`config.mk`:
```
export PLATFORM = sky130hd
export DESIGN_NAME = vend_top
export DESIGN_NICKNAME = d
export VERILOG_FILES = /design/src/design/vend_pkg.sv /design/src/design/change_dispenser.sv /design/src/design/key_decoder.sv /design/src/design/vend_core.sv /design/src/design/vend_top.sv
export VERILOG_INCLUDE_DIRS = /design/src /design/src/design
export SDC_FILE = /design/constraint.sdc
export NUM_CORES = 1
export LEC_CHECK = 0
export ABC_AREA = 1
export ABC_CLOCK_PERIOD_IN_PS = 3600
export BUFFER_PORTS_ARGS = -buffer_cell sky130_fd_sc_hd__buf_4
export CAP_MARGIN = 20
export CORE_ASPECT_RATIO = 1.2
export CORE_MARGIN = 2
export CORE_UTILIZATION = 34
export DETAILED_ROUTE_END_ITERATION = 10
export PLACE_DENSITY = 0.49
export SETUP_SLACK_MARGIN = 0.2
export SLEW_MARGIN = 20
export SYNTH_ARGS = -nofsm -noshare
export SYNTH_HDL_FRONTEND = slang
export SYNTH_SLANG_ARGS = --single-unit
export TNS_END_PERCENT = 50
```
`constraint.sdc`:
```
create_clock -name clk -period 3.6 [get_ports clk]
set_input_delay 0.36 -clock clk [delete_from_list [all_inputs] [get_ports clk]]
set_output_delay 0.36 -clock clk [all_outputs]
set_load 0.01 [all_outputs]
```
`src/design/vend_defs.svh`:
```
`ifndef VEND_DEFS_SVH
`define VEND_DEFS_SVH

////////////////////////////////////////////////////////////
// product table
////////////////////////////////////////////////////////////

`define VEND_NUM_PROD       4
`define VEND_STOCK_W        4
`define VEND_STOCK_MAX      9

// prices in 100 won units
`define VEND_PRICE_1        10
`define VEND_PRICE_2        12
`define VEND_PRICE_3        15
`define VEND_PRICE_4        18

`define VEND_INIT_STOCK_1   9
`define VEND_INIT_STOCK_2   1
`define VEND_INIT_STOCK_3   0
`define VEND_INIT_STOCK_4   4

////////////////////////////////////////////////////////////
// credit and payout
////////////////////////////////////////////////////////////

`define VEND_CREDIT_W       8
`define VEND_CREDIT_MAX     255

// 100, 500 and 1000 won coins
`define VEND_COIN_SMALL     1
`define VEND_COIN_MID       5
`define VEND_COIN_LARGE     10

// cycles between refund coins
`define VEND_PAY_INTERVAL   4

////////////////////////////////////////////////////////////
// front panel buttons
////////////////////////////////////////////////////////////

`define VEND_BTN_W          12
`define VEND_BTN_COIN_LARGE 0
`define VEND_BTN_COIN_MID   1
`define VEND_BTN_COIN_SMALL 2
`define VEND_BTN_RETURN     3
`define VEND_BTN_DOWN       4
`define VEND_BTN_ADD        5
`define VEND_BTN_SELECT     7
`define VEND_BTN_BUY        9
`define VEND_BTN_UP         10
`define VEND_BTN_ADMIN      11

`endif

```
`src/design/vend_pkg.sv`:
```
package vend_pkg;

    // one decoded command per cycle from the button stage
    typedef enum logic [3:0] {
        CMD_NONE,
        CMD_UP,
        CMD_DOWN,
        CMD_SELECT,
        CMD_COIN,
        CMD_BUY,
        CMD_RETURN,
        CMD_ADD,
        CMD_ADMIN
    } vend_cmd_e;

    // result of the last command that reports one
    typedef enum logic [2:0] {
        ST_NONE,
        ST_BOUGHT,
        ST_SHORT,      // not enough credit
        ST_SOLD_OUT,
        ST_ADMIN_ON,
        ST_ADMIN_OFF
    } vend_status_e;

endpackage

```
`src/design/change_dispenser.sv`:
```
`timescale 1ns/1ps

`include "vend_defs.svh"

module change_dispenser (
    input  logic                      clk,
    input  logic                      rst,
    input  logic                      refund_load,
    input  logic [`VEND_CREDIT_W-1:0] refund_amount,
    output logic                      coin_out,
    output logic                      refund_busy
);

    localparam int tick_w = $clog2(`VEND_PAY_INTERVAL + 1);

    // one spare bit so a second refund can pile on
    logic [`VEND_CREDIT_W:0] remaining;
    logic [tick_w-1:0]       tick_cnt;
    logic [`VEND_CREDIT_W:0] load_add;
    logic                    pay_now;

    assign load_add = refund_load ? {1'b0, refund_amount} : '0;
    assign pay_now  = (remaining != '0) &&
                      (tick_cnt == tick_w'(`VEND_PAY_INTERVAL - 1));

    // busy drops together with the last coin
    assign refund_busy = (remaining != '0);

    ////////////////////////////////////////////////////////////
    // payout timer
    ////////////////////////////////////////////////////////////

    always_ff @(posedge clk) begin
        if (!rst) begin
            remaining <= '0;
            tick_cnt  <= '0;
            coin_out  <= 1'b0;
        end else begin
            coin_out  <= pay_now;
            remaining <= remaining + load_add - {{`VEND_CREDIT_W{1'b0}}, pay_now};
            if (remaining == '0) begin
                // load cycle counts as the first tick
                tick_cnt <= refund_load ? tick_w'(1) : '0;
            end else if (pay_now) begin
                tick_cnt <= '0;
            end else begin
                tick_cnt <= tick_cnt + 1'b1;
            end
        end
    end

endmodule

```
`src/design/key_decoder.sv`:
```
`timescale 1ns/1ps

`include "vend_defs.svh"

module key_decoder
    import vend_pkg::*;
(
    input  logic                      clk,
    input  logic                      rst,
    input  logic [`VEND_BTN_W-1:0]    button_sw_oneshot,
    output vend_cmd_e                 cmd,
    output logic [`VEND_CREDIT_W-1:0] coin_value
);

    vend_cmd_e                 cmd_nxt;
    logic [`VEND_CREDIT_W-1:0] coin_nxt;

    // fixed priority, first match wins
    always_comb begin
        cmd_nxt  = CMD_NONE;
        coin_nxt = '0;
        if (button_sw_oneshot[`VEND_BTN_UP]) begin
            cmd_nxt = CMD_UP;
        end else if (button_sw_oneshot[`VEND_BTN_DOWN]) begin
            cmd_nxt = CMD_DOWN;
        end else if (button_sw_oneshot[`VEND_BTN_SELECT]) begin
            cmd_nxt = CMD_SELECT;
        end else if (button_sw_oneshot[`VEND_BTN_COIN_LARGE] ||
                     button_sw_oneshot[`VEND_BTN_COIN_MID] ||
                     button_sw_oneshot[`VEND_BTN_COIN_SMALL]) begin
            cmd_nxt = CMD_COIN;
            // bigger coin wins
            if (button_sw_oneshot[`VEND_BTN_COIN_LARGE]) begin
                coin_nxt = `VEND_CREDIT_W'(`VEND_COIN_LARGE);
            end else if (button_sw_oneshot[`VEND_BTN_COIN_MID]) begin
                coin_nxt = `VEND_CREDIT_W'(`VEND_COIN_MID);
            end else begin
                coin_nxt = `VEND_CREDIT_W'(`VEND_COIN_SMALL);
            end
        end else if (button_sw_oneshot[`VEND_BTN_BUY]) begin
            cmd_nxt = CMD_BUY;
        end else if (button_sw_oneshot[`VEND_BTN_RETURN]) begin
            cmd_nxt = CMD_RETURN;
        end else if (button_sw_oneshot[`VEND_BTN_ADD]) begin
            cmd_nxt = CMD_ADD;
        end else if (button_sw_oneshot[`VEND_BTN_ADMIN]) begin
            cmd_nxt = CMD_ADMIN;
        end
    end

    always_ff @(posedge clk) begin
        if (!rst) begin
            cmd <= CMD_NONE;
        end else begin
            cmd <= cmd_nxt;
        end
    end

    // credit value of the pressed coin
    always_ff @(posedge clk) begin
        coin_value <= coin_nxt;
    end

endmodule

```
`src/design/vend_core.sv`:
```
`timescale 1ns/1ps

`include "vend_defs.svh"

module vend_core
    import vend_pkg::*;
(
    input  logic                      clk,
    input  logic                      rst,
    input  vend_cmd_e                 cmd,
    input  logic [`VEND_CREDIT_W-1:0] coin_value,
    output logic [`VEND_CREDIT_W-1:0] credit,
    output logic [1:0]                cursor,
    output logic [2:0]                selected_item,
    output logic [`VEND_STOCK_W-1:0]  stock_current,
    output logic                      admin_mode,
    output vend_status_e              status,
    output logic                      refund_load,
    output logic [`VEND_CREDIT_W-1:0] refund_amount
);

    localparam logic [`VEND_CREDIT_W-1:0] price_table [`VEND_NUM_PROD] = '{
        `VEND_PRICE_1,
        `VEND_PRICE_2,
        `VEND_PRICE_3,
        `VEND_PRICE_4
    };

    localparam logic [`VEND_STOCK_W-1:0] init_stock [`VEND_NUM_PROD] = '{
        `VEND_INIT_STOCK_1,
        `VEND_INIT_STOCK_2,
        `VEND_INIT_STOCK_3,
        `VEND_INIT_STOCK_4
    };

    logic [`VEND_STOCK_W-1:0]  stock     [`VEND_NUM_PROD];
    logic [`VEND_STOCK_W-1:0]  stock_nxt [`VEND_NUM_PROD];

    logic [`VEND_CREDIT_W-1:0] credit_nxt;
    logic [1:0]                cursor_nxt;
    logic [2:0]                sel_nxt;
    logic                      admin_nxt;
    vend_status_e              status_nxt;
    logic                      refund_load_nxt;

    // helpers
    logic [`VEND_CREDIT_W:0]   coin_sum;
    logic [1:0]                sel_idx;
    logic [2:0]                cursor_item;
    logic [`VEND_CREDIT_W-1:0] sel_price;

    assign coin_sum    = {1'b0, credit} + {1'b0, coin_value};
    assign sel_idx     = 2'(selected_item - 3'd1);
    assign cursor_item = {1'b0, cursor} + 3'd1;
    assign sel_price   = price_table[sel_idx];

    ////////////////////////////////////////////////////////////
    // command execution
    ////////////////////////////////////////////////////////////

    always_comb begin
        cursor_nxt      = cursor;
        sel_nxt         = selected_item;
        credit_nxt      = credit;
        stock_nxt       = stock;
        admin_nxt       = admin_mode;
        status_nxt      = status;
        refund_load_nxt = 1'b0;

        case (cmd)
            CMD_UP: begin
                if (cursor != 2'd0) begin
                    cursor_nxt = cursor - 2'd1;
                end
            end
            CMD_DOWN: begin
                if (cursor != 2'(`VEND_NUM_PROD - 1)) begin
                    cursor_nxt = cursor + 2'd1;
                end
            end
            CMD_COIN: begin
                // coin is dropped when it would overflow the credit
                if (coin_sum <= `VEND_CREDIT_MAX) begin
                    credit_nxt = coin_sum[`VEND_CREDIT_W-1:0];
                end
            end
            CMD_SELECT: begin
                if (selected_item == cursor_item) begin
                    sel_nxt = 3'd0;
                end else if (stock[cursor] != '0) begin
                    sel_nxt = cursor_item;
                end else begin
                    status_nxt = ST_SOLD_OUT;
                end
            end
            CMD_BUY: begin
                if (selected_item != 3'd0) begin
                    if (credit >= sel_price) begin
                        stock_nxt[sel_idx] = stock[sel_idx] - 1'b1;
                        credit_nxt         = credit - sel_price;
                        sel_nxt            = 3'd0;
                        status_nxt         = ST_BOUGHT;
                    end else begin
                        // selection kept so more coins can follow
                        status_nxt = ST_SHORT;
                    end
                end
            end
            CMD_RETURN: begin
                if (credit != '0) begin
                    refund_load_nxt = 1'b1;
                    credit_nxt      = '0;
                    sel_nxt         = 3'd0;
                end
            end
            CMD_ADD: begin
                if (admin_mode && stock[cursor] < `VEND_STOCK_MAX) begin
                    stock_nxt[cursor] = stock[cursor] + 1'b1;
                end
            end
            CMD_ADMIN: begin
                admin_nxt  = ~admin_mode;
                status_nxt = admin_mode ? ST_ADMIN_OFF : ST_ADMIN_ON;
            end
            default: begin
            end
        endcase
    end

    ////////////////////////////////////////////////////////////
    // state registers
    ////////////////////////////////////////////////////////////

    always_ff @(posedge clk) begin
        if (!rst) begin
            cursor        <= 2'd0;
            selected_item <= 3'd0;
            credit        <= '0;
            stock         <= init_stock;
            admin_mode    <= 1'b0;
            status        <= ST_NONE;
            refund_load   <= 1'b0;
            stock_current <= init_stock[0];
        end else begin
            cursor        <= cursor_nxt;
            selected_item <= sel_nxt;
            credit        <= credit_nxt;
            stock         <= stock_nxt;
            admin_mode    <= admin_nxt;
            status        <= status_nxt;
            refund_load   <= refund_load_nxt;
            // stock of the product under the new cursor
            stock_current <= stock_nxt[cursor_nxt];
        end
    end

    // whole credit handed to the dispenser
    always_ff @(posedge clk) begin
        if (refund_load_nxt) begin
            refund_amount <= credit;
        end
    end

endmodule

```
`src/design/vend_top.sv`:
```
`timescale 1ns/1ps

`include "vend_defs.svh"

module vend_top
    import vend_pkg::*;
(
    input  logic                      clk,
    input  logic                      rst,
    input  logic [`VEND_BTN_W-1:0]    button_sw_oneshot,
    output logic [`VEND_CREDIT_W-1:0] credit,
    output logic [1:0]                cursor,
    output logic [2:0]                selected_item,
    output logic [`VEND_STOCK_W-1:0]  stock_current,
    output logic                      admin_mode,
    output vend_status_e              status,
    output logic                      coin_out,
    output logic                      refund_busy
);

    // decoder to core
    vend_cmd_e                 cmd;
    logic [`VEND_CREDIT_W-1:0] coin_value;

    // core to dispenser
    logic                      refund_load;
    logic [`VEND_CREDIT_W-1:0] refund_amount;

    key_decoder u_key_decoder (
        .clk               (clk),
        .rst               (rst),
        .button_sw_oneshot (button_sw_oneshot),
        .cmd               (cmd),
        .coin_value        (coin_value)
    );

    vend_core u_vend_core (
        .clk           (clk),
        .rst           (rst),
        .cmd           (cmd),
        .coin_value    (coin_value),
        .credit        (credit),
        .cursor        (cursor),
        .selected_item (selected_item),
        .stock_current (stock_current),
        .admin_mode    (admin_mode),
        .status        (status),
        .refund_load   (refund_load),
        .refund_amount (refund_amount)
    );

    change_dispenser u_change_dispenser (
        .clk           (clk),
        .rst           (rst),
        .refund_load   (refund_load),
        .refund_amount (refund_amount),
        .coin_out      (coin_out),
        .refund_busy   (refund_busy)
    );

endmodule

```
==> out/qor.txt <==
Final antenna-violating net count: 0
H-tree depth: 3
Post-CTS Setup Bufs: 0
Num rows: 48
Netlist Area Pre-Place: 0.00490 sq mm
Number of library cell types mapped by synthesis: 39
CP delay by family, top: simple AND/OR/NAND/NOR gates
Max FO, Critical Path: 5
Sequential share of the synthesized area: 0.286
Slew of the pin with the lowest slew margin: 0.726 ns
Period utilization: 0.818
Pin count of the biggest net entering global routing: 41
Combinational share of power: 0.290
LEAKAGE: 2.75 nW
Worst Clk Skew: 0.0104 ns
Part of the power in registers: 0.341
Relative slew slack: 0.516
Critical path class: flop to flop
Cell Chain, Critical Path: nor4_1 -> nand4_1 -> and2_1 -> ha_1 -> inv_1 -> ha_1 -> inv_1 -> fa_1 -> inv_1 -> nand3_1 -> nand2_1 -> nand2_1 -> nand2_1 -> a21oi_1 -> nor2_1 -> o21ai_0 -> nand2_1 -> o21ai_0 -> a21oi_1
Clock Pin Slew Worst Setup and Hold Paths: 0.05 ns
WL per Instance: 15.1 microns
Core Region: 0.0142 sq mm
Most frequent cells in the layout: nand2_1 (178), inv_1 (114), nand3_1 (73)
YS warnings: 0
P_int: 1.68 mW
Post-layout nets: 823
FFs w/ async S/R, synth: 0
1st-pass router iterations: 6
Root buf cell: clkbuf_16
Detailed placement HPWL: 10800 microns
CTS tree: yes
Number of gates resized after cts: 0
Hold WS: 0.215 ns
Status: finished clean
Synthesized net count: 789
Die height: 136 microns
Setup total negative slack: 0 ns
Total CTS buffers: 9
CTS Sinks: 66
Top cell type's share of synthesized area: 0.237
Peak Freq: 340 MHz
Commonest non-fill, non-tap cell in the layout: nand2_1
Remaining global-route overflow: 0
Max_cap viols: 0
First-pass GRT wire length: 23300 microns
Total Routed Length: 14300 microns
Antenna diodes: 0
Main synth FF type: dfxtp_1
Switch share: 0.327
DIE WIDTH: 114 microns
Arrival time worst endpoint: 3.21 ns
Pins Over Slew Limit: 0
Synth area leader: dfxtp_1
Cell Pwr Density: 444 mW/mm^2
Vias in the first global route: 4553
Aggregate global-route resource usage: 0.195
Critical path capture point type: flop
I/O pin cnt: 37
Post-synth EDFFs: 8
Min Tclk post-route: 2.94 ns
Startpoint class of the critical path: flop
Switching power: 0.815 mW
Clock Latency Late Sink: 0.34 ns
Post-Syn Area per Cell: 6.73 sq um
Initial Utilization: 0.344
Vias: 4807
Crit path max-delay cell type: fa_1
Die area: 0.0154 sq mm
Hold Violations, Final: 0
VDD IR max: 0.149 mV
Initial antenna violation count: 0
Layout cells sized above 1: 0.122
Worst path most repeated cell: nand2_1
Top post-synthesis cells by area: dfxtp_1 (24%), nand2_1 (14%), ha_1 (11%), inv_1 (8.7%), nand3_1 (7.5%)
Drt drc: 0
Buf+Inv Stages, Crit Path: 3
Clk pwr share: 0.368
Worst path max stage delay: 0.35 ns
Worst Hold Class: input pin to flop
Area growth from synthesis to final layout: 14.6%
Yosys reg bits: 66
Fin util: 0.395
CTS Buffer Depth: 2
DRT iter0 DRCs: 416
Via density: 5.10
Placer Congestion: 0.886
Final setup violating endpoints: 0
RSZ-0062 raised after global routing: false
Worst Path Required: 3.87 ns
Hold buffers post-CTS: 0
Port bufs: 34
Synthesized instance count: 729
power by group through the flow:
stage | combinational [mW] | clock (mW) | sequential, mW
6_report | 0.724 | 0.919 | 0.851
5_1_grt | 0.844 | 0.980 | 0.858
4_1_cts | 0.735 | 0.948 | 0.852
3_3_place_gp | 0.714 | 0 | 0.866
3_5_place_dp | 0.730 | 0 | 0.868
2_1_floorplan | 0.553 | 0 | 0.859
final cells by class:
cell class / count / area, sq um
clock buffer: 14 / 274
clock inverter: 2 / 35.0
fill: 1514 / 8610
inverter: 129 / 484
multi-input combinational: 519 / 2920
sequential: 66 / 1400
tap: 175 / 219
timing repair buffer: 38 / 285
per-stage QoR:
stage	setup slack, ns	instance area (sq um)	total power [mW]	instances
6_report	0.656	5620	2.49	943
5_1_grt	0.236	5620	2.68	943
4_1_cts	0.609	5620	2.54	943
3_5_place_dp	0.625	5310	1.60	927
3_3_place_gp	0.674	5310	1.58	927
2_1_floorplan	0.878	4900	1.41	729
sequential cells by signal, indices dropped and copies added, names as in the netlist:
name	cells
u_vend_core.status	3
u_vend_core.refund_amount	8
u_key_decoder.coin_value	3
u_vend_core.cursor	2
u_vend_core.credit	8
u_change_dispenser.coin_out	1
u_vend_core.refund_load	1
u_key_decoder.cmd	4
u_vend_core.admin_mode	1
u_change_dispenser.tick_cnt	3
u_change_dispenser.remaining	9
u_vend_core.stock	16
u_vend_core.selected_item	3
u_vend_core.stock_current	4
logic make-up after synthesis:
| logic type | share of synthesized area |
|---|---|
| flops | 0.286 |
| buf+inv | 0.119 |
| xor+xnor | 0.0125 |
| fa+ha+maj | 0.122 |
| compound gates | 0.126 |
| simple gates | 0.335 |
per-layer routing:
layer,routed length (microns),up-vias,track usage
li1,-,2444,-
met1,6070,2204,0.234
met2,7100,129,0.341
met3,671,30,0.0340
met4,416,0,0.0888
met5,0,-,0
synthesized netlist by cell type (3+ instances only):
library cell,n
ha_1,43
fa_1,3
o211ai_1,8
dfxtp_1,58
nand2_4,3
xor2_1,3
xnor2_1,4
o21ai_1,5
nand3_1,73
nand4_1,17
nor3_1,9
edfxtp_1,8
buf_2,3
nor2_2,5
nor2_4,3
o22ai_1,5
buf_6,5
o21ai_0,42
nand2_2,5
clkbuf_1,7
nand2_1,178
inv_2,14
a21oi_1,46
nand3_2,5
nor2_1,48
inv_1,114
worst paths after layout:
path                                                    from                                          to  slack (ns)  cells after the start
setup / recovery  u_change_dispenser.remaining[3]$_SDFF_PN0_  u_change_dispenser.remaining[8]$_SDFF_PN0_        0.66                     19
hold / removal                          button_sw_oneshot[0]      u_key_decoder.coin_value[0]$_SDFF_PP0_        0.22                      2
setup reg to reg  u_change_dispenser.remaining[3]$_SDFF_PN0_  u_change_dispenser.remaining[8]$_SDFF_PN0_        0.66                     19
hold reg to reg    u_change_dispenser.tick_cnt[0]$_SDFF_PN0_   u_change_dispenser.tick_cnt[0]$_SDFF_PN0_        0.48                      1
worst register-to-register path, delay by kind of cell (launching register included):
kind	cells	cell delay [ns]
buffers and inverters	3	0.21
AND/OR/NAND/NOR	9	1.20
AO/OA/AOI/OAI	4	0.36
adder cells (fa/ha/maj)	3	0.79
flip-flops	1	0.31
Note: power is estimated with default switching activity, not from simulation.
